**config.mk**
```make
export PLATFORM = sky130hd
export DESIGN_NAME = icache_top
export DESIGN_NICKNAME = d
export VERILOG_FILES = /design/src/source/icache_cfg_pkg.sv /design/src/source/icache_bus_pkg.sv /design/src/source/icache_lookup.sv /design/src/source/icache_refill.sv /design/src/source/icache_top.sv /design/src/source/icache_way_ram.sv
export SDC_FILE = /design/constraint.sdc
export NUM_CORES = 2
export LEC_CHECK = 0
export BUFFER_PORTS_ARGS = -buffer_cell sky130_fd_sc_hd__buf_2
export CAP_MARGIN = 0
export CORE_ASPECT_RATIO = 0.7
export CORE_MARGIN = 1.5
export CORE_UTILIZATION = 52
export CTS_BUF_LIST = sky130_fd_sc_hd__clkbuf_2 sky130_fd_sc_hd__clkbuf_4 sky130_fd_sc_hd__clkbuf_8
export CTS_CLUSTER_SIZE = 25
export DETAILED_ROUTE_END_ITERATION = 6
export PLACE_DENSITY_LB_ADDON = 0.25
export SYNTH_ARGS = -nofsm -noshare
export SYNTH_HDL_FRONTEND = slang
export SYNTH_MEMORY_MAX_BITS = 65536
export SYNTH_SLANG_ARGS = --single-unit
```
**constraint.sdc**
```tcl
create_clock -name clk -period 12.45 [get_ports clk]
set_clock_uncertainty 0.1 [all_clocks]
set_input_delay 1.8675 -clock clk [delete_from_list [all_inputs] [get_ports clk]]
set_output_delay 1.8675 -clock clk [all_outputs]
set_load 0.05 [all_outputs]
```
**src/source/icache_cfg_pkg.sv**
```systemverilog
/*
  Cache geometry for a 2-way, 16-set, 16-byte-line instruction cache.
  Addresses are physical byte addresses. Fetches are word aligned.
  WORDS_PER_LINE must be a multiple of FETCH_WIDTH.
*/
package icache_cfg_pkg;

  // ================================================
  // geometry
  // ================================================
  localparam int ADDR_W         = 32;
  localparam int WORD_W         = 32;
  localparam int WAY_NUM        = 2;
  localparam int LINE_BYTES     = 16;
  localparam int WORDS_PER_LINE = LINE_BYTES / (WORD_W / 8);
  localparam int SET_NUM        = 16;
  localparam int IDX_W          = $clog2(SET_NUM);
  localparam int OFS_W          = $clog2(LINE_BYTES);
  localparam int TAG_W          = ADDR_W - IDX_W - OFS_W;
  localparam int FETCH_WIDTH    = 2;

  // fetch group select bits inside the byte offset
  localparam int GRP_W   = $clog2(WORDS_PER_LINE / FETCH_WIDTH);
  localparam int GRP_LSB = OFS_W - GRP_W;

  // beat counter for one line burst
  localparam int BEAT_W = $clog2(WORDS_PER_LINE);

  typedef logic [TAG_W-1:0]           tag_t;
  typedef logic [IDX_W-1:0]           idx_t;
  typedef logic [$clog2(WAY_NUM)-1:0] way_t;

  // address field extraction
  function automatic tag_t tag_of(input logic [ADDR_W-1:0] addr);
    return addr[ADDR_W-1 -: TAG_W];
  endfunction

  function automatic idx_t idx_of(input logic [ADDR_W-1:0] addr);
    return addr[OFS_W +: IDX_W];
  endfunction

endpackage

```
**src/source/icache_bus_pkg.sv**
```systemverilog
/*
  Payload and state types passed between the lookup stage and the refill unit.
  Word 0 of a line sits at the lowest address.
*/
package icache_bus_pkg;

  import icache_cfg_pkg::*;

  // one cache line, word 0 at the line base address
  typedef logic [WORDS_PER_LINE-1:0][WORD_W-1:0] line_t;

  // instructions returned per response, lowest address first
  typedef logic [FETCH_WIDTH-1:0][WORD_W-1:0] fetch_group_t;

  // refill FSM
  typedef enum logic [1:0] {
    IDLE,
    MISS,
    REFILL
  } refill_state_t;

endpackage

```
**src/source/icache_lookup.sv**
```systemverilog
/*
  Fetch request stage with tag compare and hit response.
  The response is combinational from stage 1, one cycle after acceptance.
  rsp_addr_o is aligned down to the fetch group. Two ways only for the PLRU.
*/
module icache_lookup
  import icache_cfg_pkg::*;
  import icache_bus_pkg::*;
(
  input  logic                clk,
  input  logic                rst_n,
  input  logic                flush_i,
  // fetch request
  input  logic                req_valid_i,
  input  logic [ADDR_W-1:0]   req_addr_i,
  output logic                req_ready_o,
  // fetch response
  output logic                rsp_valid_o,
  input  logic                rsp_ready_i,
  output logic [ADDR_W-1:0]   rsp_addr_o,
  output fetch_group_t        rsp_instr_o,
  // way RAM read side
  output idx_t                ram_raddr_o,
  input  tag_t [WAY_NUM-1:0]  tag_rdata_i,
  input  line_t [WAY_NUM-1:0] line_rdata_i,
  // refill interface
  output logic                miss_o,
  output logic [ADDR_W-1:0]   miss_addr_o,
  output way_t                victim_o,
  input  logic                busy_i,
  input  logic                fill_we_i,
  input  way_t                fill_way_i,
  input  idx_t                fill_idx_i
);

  logic                            init_q;
  logic                            s1_valid;
  logic [ADDR_W-1:0]               s1_addr;
  idx_t                            s1_idx;
  tag_t                            s1_tag;
  logic                            s1_ready;
  logic                            accept;
  logic [WAY_NUM-1:0]              match;
  logic                            hit;
  way_t                            hit_way;
  logic [SET_NUM-1:0][WAY_NUM-1:0] valid_q;
  way_t [SET_NUM-1:0]              plru_q;
  line_t                           sel_line;
  logic [GRP_W-1:0]                grp_sel;

  // ================================================
  // request acceptance
  // ================================================
  assign s1_idx   = idx_of(s1_addr);
  assign s1_tag   = tag_of(s1_addr);
  assign s1_ready = ~s1_valid | (hit & rsp_ready_i);

  // held low for the first cycle out of reset
  assign req_ready_o = init_q & s1_ready & ~flush_i;
  assign accept      = req_valid_i & req_ready_o;

  // stalled stage keeps re-reading its own set
  assign ram_raddr_o = s1_ready ? idx_of(req_addr_i) : s1_idx;

  always_ff @(posedge clk or negedge rst_n) begin
    if (!rst_n) begin
      init_q   <= 1'b0;
      s1_valid <= 1'b0;
    end else begin
      init_q <= 1'b1;
      if (flush_i) begin
        s1_valid <= 1'b0;
      end else if (s1_ready) begin
        s1_valid <= accept;
      end
    end
  end

  always_ff @(posedge clk) begin
    if (accept) begin
      s1_addr <= req_addr_i;
    end
  end

  // ================================================
  // tag compare and response
  // ================================================
  always_comb begin
    for (int w = 0; w < WAY_NUM; w++) begin
      match[w] = valid_q[s1_idx][w] & (tag_rdata_i[w] == s1_tag);
    end
  end

  always_comb begin
    hit_way = '0;
    for (int w = 0; w < WAY_NUM; w++) begin
      if (match[w]) begin
        hit_way = way_t'(w);
      end
    end
  end

  assign hit = |match;

  assign grp_sel  = s1_addr[GRP_LSB +: GRP_W];
  assign sel_line = line_rdata_i[hit_way];

  always_comb begin
    for (int i = 0; i < FETCH_WIDTH; i++) begin
      rsp_instr_o[i] = sel_line[grp_sel * FETCH_WIDTH + i];
    end
  end

  assign rsp_valid_o = s1_valid & hit & ~flush_i;
  assign rsp_addr_o  = {s1_addr[ADDR_W-1:GRP_LSB], {GRP_LSB{1'b0}}};

  // one refill at a time, the miss waits for an idle refill unit
  assign miss_o      = s1_valid & ~hit & ~busy_i & ~flush_i;
  assign miss_addr_o = s1_addr;
  assign victim_o    = plru_q[s1_idx];

  // ================================================
  // valid bits and PLRU
  // ================================================
  // plru bit names the next victim of the set
  always_ff @(posedge clk or negedge rst_n) begin
    if (!rst_n) begin
      valid_q <= '0;
      plru_q  <= '0;
    end else begin
      if (rsp_valid_o && rsp_ready_i) begin
        plru_q[s1_idx] <= ~hit_way;
      end
      if (fill_we_i) begin
        valid_q[fill_idx_i][fill_way_i] <= 1'b1;
        plru_q[fill_idx_i]              <= ~fill_way_i;
      end
    end
  end

  // a line is never present in both ways of a set
  a_match_onehot : assert property (
    @(posedge clk) disable iff (!rst_n)
    s1_valid |-> $onehot0(match)
  ) else $error("more than one way matches set %0d", s1_idx);

endmodule

```
**src/source/icache_refill.sv**
```systemverilog
/*
  Miss handling with one outstanding line burst on the read port.
  The memory returns exactly WORDS_PER_LINE beats, last one flagged.
  A flushed refill still drains its burst but writes nothing.
*/
module icache_refill
  import icache_cfg_pkg::*;
  import icache_bus_pkg::*;
(
  input  logic              clk,
  input  logic              rst_n,
  input  logic              flush_i,
  // miss from lookup
  input  logic              miss_i,
  input  logic [ADDR_W-1:0] miss_addr_i,
  input  way_t              victim_i,
  output logic              busy_o,
  // memory read port
  output logic              mem_ar_valid_o,
  input  logic              mem_ar_ready_i,
  output logic [ADDR_W-1:0] mem_ar_addr_o,
  input  logic              mem_r_valid_i,
  input  logic [WORD_W-1:0] mem_r_data_i,
  input  logic              mem_r_last_i,
  output logic              mem_r_ready_o,
  // way RAM write side
  output logic              fill_we_o,
  output way_t              fill_way_o,
  output idx_t              fill_idx_o,
  output tag_t              fill_tag_o,
  output line_t             fill_line_o
);

  refill_state_t     state_q;
  logic [ADDR_W-1:0] addr_q;
  way_t              way_q;
  logic              drop_q;
  logic [BEAT_W-1:0] beat_q;
  line_t             buf_q;
  logic              beat_ok;

  assign beat_ok = (state_q == REFILL) & mem_r_valid_i;

  // ================================================
  // FSM
  // ================================================
  always_ff @(posedge clk or negedge rst_n) begin
    if (!rst_n) begin
      state_q <= IDLE;
      drop_q  <= 1'b0;
      beat_q  <= '0;
    end else begin
      case (state_q)
        IDLE: begin
          if (miss_i && !flush_i) begin
            state_q <= MISS;
            drop_q  <= 1'b0;
            beat_q  <= '0;
          end
        end
        MISS: begin
          if (mem_ar_ready_i) begin
            state_q <= REFILL;
          end
        end
        REFILL: begin
          if (mem_r_valid_i) begin
            beat_q <= beat_q + 1'b1;
            if (mem_r_last_i) begin
              state_q <= IDLE;
            end
          end
        end
        default: state_q <= IDLE;
      endcase

      // requester is gone, finish the burst quietly
      if (flush_i && (state_q != IDLE)) begin
        drop_q <= 1'b1;
      end
    end
  end

  // miss context and line buffer
  always_ff @(posedge clk) begin
    if ((state_q == IDLE) && miss_i) begin
      addr_q <= miss_addr_i;
      way_q  <= victim_i;
    end
    if (beat_ok) begin
      buf_q[beat_q] <= mem_r_data_i;
    end
  end

  // ================================================
  // outputs
  // ================================================
  assign busy_o         = (state_q != IDLE);
  assign mem_ar_valid_o = (state_q == MISS);
  assign mem_ar_addr_o  = {addr_q[ADDR_W-1:OFS_W], {OFS_W{1'b0}}};
  assign mem_r_ready_o  = (state_q == REFILL);

  // line written straight from the last beat
  assign fill_we_o  = beat_ok & mem_r_last_i & ~drop_q & ~flush_i;
  assign fill_way_o = way_q;
  assign fill_idx_o = idx_of(addr_q);
  assign fill_tag_o = tag_of(addr_q);

  always_comb begin
    fill_line_o         = buf_q;
    fill_line_o[beat_q] = mem_r_data_i;
  end

  // read request held until the memory takes it
  a_ar_stable : assert property (
    @(posedge clk) disable iff (!rst_n)
    mem_ar_valid_o && !mem_ar_ready_i |=> mem_ar_valid_o && $stable(mem_ar_addr_o)
  ) else $error("read address changed before acceptance");

  // burst length agrees with the line size
  a_last_beat : assert property (
    @(posedge clk) disable iff (!rst_n)
    mem_r_valid_i && mem_r_ready_o |->
      (mem_r_last_i == (beat_q == BEAT_W'(WORDS_PER_LINE - 1)))
  ) else $error("last flag on beat %0d", beat_q);

endmodule

```
**src/source/icache_top.sv**
```systemverilog
/*
  Instruction cache top level, 2 ways with one tag RAM and one line RAM each.
  Fetch addresses are used as physical addresses, no uncached path.
*/
module icache_top
  import icache_cfg_pkg::*;
  import icache_bus_pkg::*;
(
  input  logic              clk,
  input  logic              rst_n,
  input  logic              flush_i,
  // fetch request
  input  logic              req_valid_i,
  input  logic [ADDR_W-1:0] req_addr_i,
  output logic              req_ready_o,
  // fetch response
  output logic              rsp_valid_o,
  input  logic              rsp_ready_i,
  output logic [ADDR_W-1:0] rsp_addr_o,
  output fetch_group_t      rsp_instr_o,
  // memory read port
  output logic              mem_ar_valid_o,
  input  logic              mem_ar_ready_i,
  output logic [ADDR_W-1:0] mem_ar_addr_o,
  input  logic              mem_r_valid_i,
  input  logic [WORD_W-1:0] mem_r_data_i,
  input  logic              mem_r_last_i,
  output logic              mem_r_ready_o
);

  idx_t                ram_raddr;
  tag_t [WAY_NUM-1:0]  tag_rdata;
  line_t [WAY_NUM-1:0] line_rdata;
  logic                miss;
  logic [ADDR_W-1:0]   miss_addr;
  way_t                victim;
  logic                busy;
  logic                fill_we;
  way_t                fill_way;
  idx_t                fill_idx;
  tag_t                fill_tag;
  line_t               fill_line;

  icache_lookup u_lookup (
    .clk          (clk),
    .rst_n        (rst_n),
    .flush_i      (flush_i),
    .req_valid_i  (req_valid_i),
    .req_addr_i   (req_addr_i),
    .req_ready_o  (req_ready_o),
    .rsp_valid_o  (rsp_valid_o),
    .rsp_ready_i  (rsp_ready_i),
    .rsp_addr_o   (rsp_addr_o),
    .rsp_instr_o  (rsp_instr_o),
    .ram_raddr_o  (ram_raddr),
    .tag_rdata_i  (tag_rdata),
    .line_rdata_i (line_rdata),
    .miss_o       (miss),
    .miss_addr_o  (miss_addr),
    .victim_o     (victim),
    .busy_i       (busy),
    .fill_we_i    (fill_we),
    .fill_way_i   (fill_way),
    .fill_idx_i   (fill_idx)
  );

  icache_refill u_refill (
    .clk            (clk),
    .rst_n          (rst_n),
    .flush_i        (flush_i),
    .miss_i         (miss),
    .miss_addr_i    (miss_addr),
    .victim_i       (victim),
    .busy_o         (busy),
    .mem_ar_valid_o (mem_ar_valid_o),
    .mem_ar_ready_i (mem_ar_ready_i),
    .mem_ar_addr_o  (mem_ar_addr_o),
    .mem_r_valid_i  (mem_r_valid_i),
    .mem_r_data_i   (mem_r_data_i),
    .mem_r_last_i   (mem_r_last_i),
    .mem_r_ready_o  (mem_r_ready_o),
    .fill_we_o      (fill_we),
    .fill_way_o     (fill_way),
    .fill_idx_o     (fill_idx),
    .fill_tag_o     (fill_tag),
    .fill_line_o    (fill_line)
  );

  // per-way storage, written only for the victim way
  for (genvar w = 0; w < WAY_NUM; w++) begin : g_way
    icache_way_ram #(
      .entry_t (tag_t)
    ) u_tag_ram (
      .clk     (clk),
      .we_i    (fill_we & (fill_way == way_t'(w))),
      .waddr_i (fill_idx),
      .wdata_i (fill_tag),
      .raddr_i (ram_raddr),
      .rdata_o (tag_rdata[w])
    );

    icache_way_ram #(
      .entry_t (line_t)
    ) u_line_ram (
      .clk     (clk),
      .we_i    (fill_we & (fill_way == way_t'(w))),
      .waddr_i (fill_idx),
      .wdata_i (fill_line),
      .raddr_i (ram_raddr),
      .rdata_o (line_rdata[w])
    );
  end

endmodule

```
**src/source/icache_way_ram.sv**
```systemverilog
/*
  One way of the cache storage, SET_NUM entries of entry_t.
  Read data is registered. Same-index write and read return the new entry.
  Contents are undefined after reset.
*/
module icache_way_ram
  import icache_cfg_pkg::*;
#(
  parameter type entry_t = logic
) (
  input  logic   clk,
  input  logic   we_i,
  input  idx_t   waddr_i,
  input  entry_t wdata_i,
  input  idx_t   raddr_i,
  output entry_t rdata_o
);

  entry_t mem [SET_NUM];

  // write port
  always_ff @(posedge clk) begin
    if (we_i) begin
      mem[waddr_i] <= wdata_i;
    end
  end

  // registered read, write-first on collision
  always_ff @(posedge clk) begin
    if (we_i && (waddr_i == raddr_i)) begin
      rdata_o <= wdata_i;
    end else begin
      rdata_o <= mem[raddr_i];
    end
  end

endmodule

```
Yosys cells after proc, flatten, opt, wreduce, memory -nomap -nowiden
Memory sizes are Yosys's and may differ from the RTL's. A register that Yosys moved wholly into a read port is not among the register bits.
Cells that the tools add are included.
W data, S select, Z words.
- register bits: 248
- memory bits (writable): 4864
- input bits: 72
- output and inout port bits: 132
- logic and storage cells: 158
- memories: 4
- $add $sub $neg: 2
- order comparisons: 11
- equality and inequality tests: 8
- muxes and demuxes: 44
- bitwise logic cells: 26
- reduce and logical (&&, ||, !) cells: 19
- memories (name ; words ; width ; rd ports ; clocked after Yosys merged registers in ; wr ports ; RTL line ; source):
    g_way[0].u_line_ram.mem ; 16 ; 128 ; 1 ; 1 ; 1 ; icache_way_ram.sv:19 ; entry_t mem [SET_NUM];
    g_way[1].u_line_ram.mem ; 16 ; 128 ; 1 ; 1 ; 1 ; icache_way_ram.sv:19 ;
    g_way[0].u_tag_ram.mem ; 16 ; 24 ; 1 ; 1 ; 1 ; icache_way_ram.sv:19 ;
    g_way[1].u_tag_ram.mem ; 16 ; 24 ; 1 ; 1 ; 1 ; icache_way_ram.sv:19 ;
- operators by type and width (cell ; count):
    $mux W128 ; 2
    $bwmux W128 ; 1
    $mux W32 ; 4
    $bmux W32 S2 ; 1
    $demux W32 S2 ; 1
    $eq A24 B24 Y1 ; 2
    $bwmux W16 ; 2
    $lt A32 B3 Y1 const B ; 1
    $mux W16 ; 2
    $or A32 B32 Y32 ; 1
    $and A1 B1 Y1 ; 17
    $mux W2 ; 8
    $mux W1 ; 14
    $lt A4 B5 Y1 const B ; 2
    $reduce_bool A2 Y1 ; 5
    $bmux W2 S4 ; 1
    $demux W1 S4 ; 2
    $demux W2 S4 ; 1
    $ge A4 B1 Y1 const B ; 2
    $logic_and A1 B1 Y1 ; 8
    $not A1 Y1 ; 7
    $lt A2 B3 Y1 const B ; 2
    $pmux W2 S3 ; 1
    $bmux W1 S4 ; 1
    19 further kinds ; 22

Longest topological paths before layout
- depth after elaboration: 12
- mapped depth: 17
- gate-level depth less buffers: 9

Hierarchy
A second synthesis with hierarchy kept.
- cells, all modules: 8548
- area, all modules: 196300.8 um2
- by module, submodules not included (module ; times used ; cells an instance ; area an instance (um2)):
    icache_way_ram (g_way[1].u_line_ram) ; 1 ; 3233 ; 76962.6
    icache_way_ram (g_way[0].u_line_ram) ; 1 ; 3241 ; 76848.7
    icache_way_ram (g_way[0].u_tag_ram ...) ; 2 ; 616 ; 14530.2
    icache_refill ; 1 ; 370 ; 7359.6
    icache_lookup ; 1 ; 470 ; 6053.3
    icache_top ; 1 ; 2 ; 16.3

Worst setup path after synthesis
Ideal clock, no wire load.
- path kind: in2reg
- from: input mem_r_last_i
- to: register u_lookup.valid_q[14] (netlist bit)
- arrival time: 14012 ps
- slack: -1793 ps
- stages on the path: 7
- path through: nand3_1 > nor3_1 > nand2_1 > or2_2 > clkbuf_1 > nor3_1 > or2_2
- cells in the longest elaborated chain, start to end: 3
- ends and longest elaborated chain (item ; RTL line ; source):
    start, declared ; icache_top.sv:27 ; input logic mem_r_last_i,
    $and A1 B1 Y1 (3 in a row) ; icache_refill.sv:104 ; assign fill_we_o = beat_ok & mem_r_last_i & ~drop_q & ~flush_i;
    end signal, assigned ; icache_lookup.sv:128 ; valid_q <= '0;
    end signal, assigned by index ; icache_lookup.sv:135 ; valid_q[fill_idx_i][fill_way_i] <= 1'b1;
    end, declared ; icache_lookup.sv:46 ; logic [SET_NUM-1:0][WAY_NUM-1:0] valid_q;
No other way between the ends.
A chain may end at the register's enable or synchronous reset.

==> metrics.yaml <==
run_status:
  status: "finished clean"
sta:
  slew-limit-headroom_pct: 14.7
  slew_viol_final: 0
  hold_violations: 0
  rsz0062_at_grt: "no"
  finalCritPeriodShare_pct: 75.8
  min_period_ns: 9.44
  tightestPinTransition_ns: 1.28
  fmax_ghz: 0.106
  setup_tns_ns: 0
  setup_viol: 0
clocking:
  cts_root_buf: "clkbuf_8"
  cts_setup_buffers: 0
  clk-insertion-delay-late_ns: 1.12
  tritoncts: "done"
  cts_max_level: 6
  cts.sinks: 5109
  ctsHoldBuffers: 0
  cts_buffers: 735
  clockBufferDepth: 4
  post_cts_resized: 0
  path_clk_slew_ns: 0.06
die:
  design.core.area_mm2: 0.374
  start_util_pct: 52.2
  fp.dieW_um: 736
  io_pins: 204
  die_height_um: 516
  fp-row-count: 188
  dieArea_mm2: 0.380
global_route:
  grt_start_max_net_pins: 133
  gr-usage-all-layers_pct: 26.4
  grt_pass1_vias: 93200
  antenna_found_initial: 23
  overflow: 0
  grt_pass1_wl_um: 708000
route:
  wl_per_cell_um: 35.5
  first_iter_violations: 13200
  drt_wl_total_um: 503000
  antenna_left: 0
  viasPerCell: 6.51
  vias: 92200
  drc_errors: 0
  drt-pass1-iter-count: 6
cells_and_area:
  layout-drive-gt1-share_pct: 35.6
  most-common-layout-cells: "edfxtp_1 (5,050), mux4_2 (1,503), clkbuf_8 (751), clkbuf_4 (259), buf_2 (193)"
  fin_nets: 8666
  layout_commonest_cell: "edfxtp_1"
  area_growth_syn_to_layout_pct: 10.9
  utilization_pct: 57.9
  finalInstanceArea_mm2: 0.217
power_and_ir_drop:
  ir_drop_uv: 131
  swShare_pct: 23.7
  p_sw_uw: 8630
  intPower_uw: 27700
  power_frac_seq_pct: 55.4
  p_leak_uw: 0.0677
  clockPowerShare_pct: 35.3
  powerDensity_mw_per_mm2: 168
  p_comb_share_pct: 9.3
setup_path:
  cp.arrival_ns: 7.47
  reg2reg_depth: 11
  required_ns: 10.48
  worst-path-max-fanout: 61
  crit_type: "flop to output port"
  rr_endpoint: "u_lookup.miss_addr_o[25]"
  endpoint_kind: "output port"
  reg2reg_setup_slack_ns: 5.74
  start_kind: "flop"
yosys:
  synthTopCellsByArea: "edfxtp_1 (78%), mux4_2 (17%), mux2_2 (0.89%), mux2i_1 (0.72%), dfrtp_1 (0.70%)"
  syn_avg_cell_area_um2: 24.8
  synth_largest_area_cell: "edfxtp_1"
  synth_top_area_share_pct: 77.5
  synthDistinctLibCells: 74
  ys_ff_latch: 5109
  synth_edf_count: 5050
  synth_flop_cell: "edfxtp_1"
  synth_warnings: 0
  synth_area_mm2: 0.196
  ys_async_sr_fraction_pct: 1.08
  yosysSeqAreaShare_pct: 78.3
  netlist_instances: 7882
placed_design:
  hpwl_um: 242000
  place_congestion: 0.827
  dpl_cell_area_mm2: 0.203
  io_buffers: 193
hold_path:
  whs_path_depth: 1
  hold_start: "u_lookup.valid_q[21]"
  min_to: "u_lookup.valid_q[21]"
  hold_class: "flop to flop"
flow_run:
  maxCapViolCount: 0
==> kinds of logic after synthesis <==
logic type / synth area share, %
AO/OA/AOI/OAI: 0.690
XOR/XNOR: 0.255
adder cells (fa/ha/maj): 0.0256
buffers and inverters: 1.05
flip-flops: 78.3
multiplexers: 18.9
other: 0.00384
AND/OR/NAND/NOR: 0.752
==> metal layers <==
metal	track usage, %	up-vias	part of all wire, %	wire length, µm
met5	0	-	0.0026	13
met2	41.5	5227	48	239000
li1	-	35700	-	-
met4	5.89	2	2.1	10400
met3	4.95	715	10	51000
met1	39.3	50600	40	202000
==> power groups by stage <==
stage / logic (µW) / clock network, µW / registers [µW]
2_1_floorplan: 2250 / 0 / 20500
3_3_place_gp: 3240 / 0 / 20500
3_5_place_dp: 3390 / 0 / 20500
4_1_cts: 3390 / 13000 / 20100
5_1_grt: 3620 / 13700 / 20100
6_report: 3370 / 12800 / 20200
==> worst max-delay path, cell delays in order, from the launching register on <==
cell       delay, ns
dfxtp_4         0.56
buf_4           0.72
buf_4           0.97
mux4_2          0.62
mux2i_1         0.26
mux2i_1         0.15
xor2_1          0.40
nand4bb_1       0.20
or4b_4          0.49
buf_4           0.85
mux4_2          0.58
buf_2           0.32
==> registers in the layout (all words and copies together), names as in the netlist, named ones only <==
signal and cells:
u_refill.beat_q 2, u_refill.drop_q 1, u_lookup.init_q 1, u_lookup.s1_valid 1
u_lookup.plru_q 16, u_refill.buf_q 128, u_lookup.miss_addr_o 29, u_refill.fill_way_o 1
u_refill.state_q 2, u_lookup.valid_q 32, g_way.u_tag_ram.mem 768, g_way.u_line_ram.mem 4096
u_refill.addr_q 28
==> worst max-delay path by stage <==
stage	startpoint	to	slack (ns)
floorplan	mem_r_last_i	u_lookup.valid_q[15]	2.47
global placement	flop	rsp_instr_o[21]	4.23
detailed placement	flop	rsp_instr_o[21]	4.15
CTS	flop	rsp_instr_o[21]	2.95
global route	flop	rsp_instr_o[6]	2.88
finish	flop	rsp_instr_o[21]	3.01
==> stage by stage <==
stage	setup slack [ns]	power, µW	hold WS, ns	std cells
floorplan	2.47	22700	0.329	7888
global placement	4.23	23700	0.345	12900
detailed placement	4.15	23900	0.351	12900
CTS	2.95	36600	0.364	14200
global route	2.88	37500	0.383	14200
finish	3.01	36300	0.364	14200
==> cells in the mapped netlist (11+ instances only) <==
cell type / number
buf_1: 70
a22oi_1: 14
o32ai_1: 14
nand2b_1: 15
mux2i_1: 140
mux4_2: 1503
or2_2: 34
xnor2_1: 46
buf_6: 18
inv_1: 21
clkbuf_1: 198
nor3_1: 30
buf_2: 112
nor2_1: 65
buf_4: 26
o22ai_1: 23
edfxtp_1: 5050
xor2_1: 11
mux2_2: 154
nand4_1: 13
nand2_1: 53
dfrtp_1: 55
nand3_1: 11
a21oi_1: 19
a41oi_1: 16
o21ai_0: 19
==> area by class of cell <==
type / count / area, µm²
repair buffers: 389 / 2780
well taps: 5035 / 6300
fillers: 26500 / 158000
inverters: 23 / 131
clock inverters: 253 / 1480
diodes: 14 / 35.0
clock buffers: 1010 / 12300
flip-flops and latches: 5109 / 153000
multi-input cells: 2332 / 40700
(Power assumes the default switching activity.)
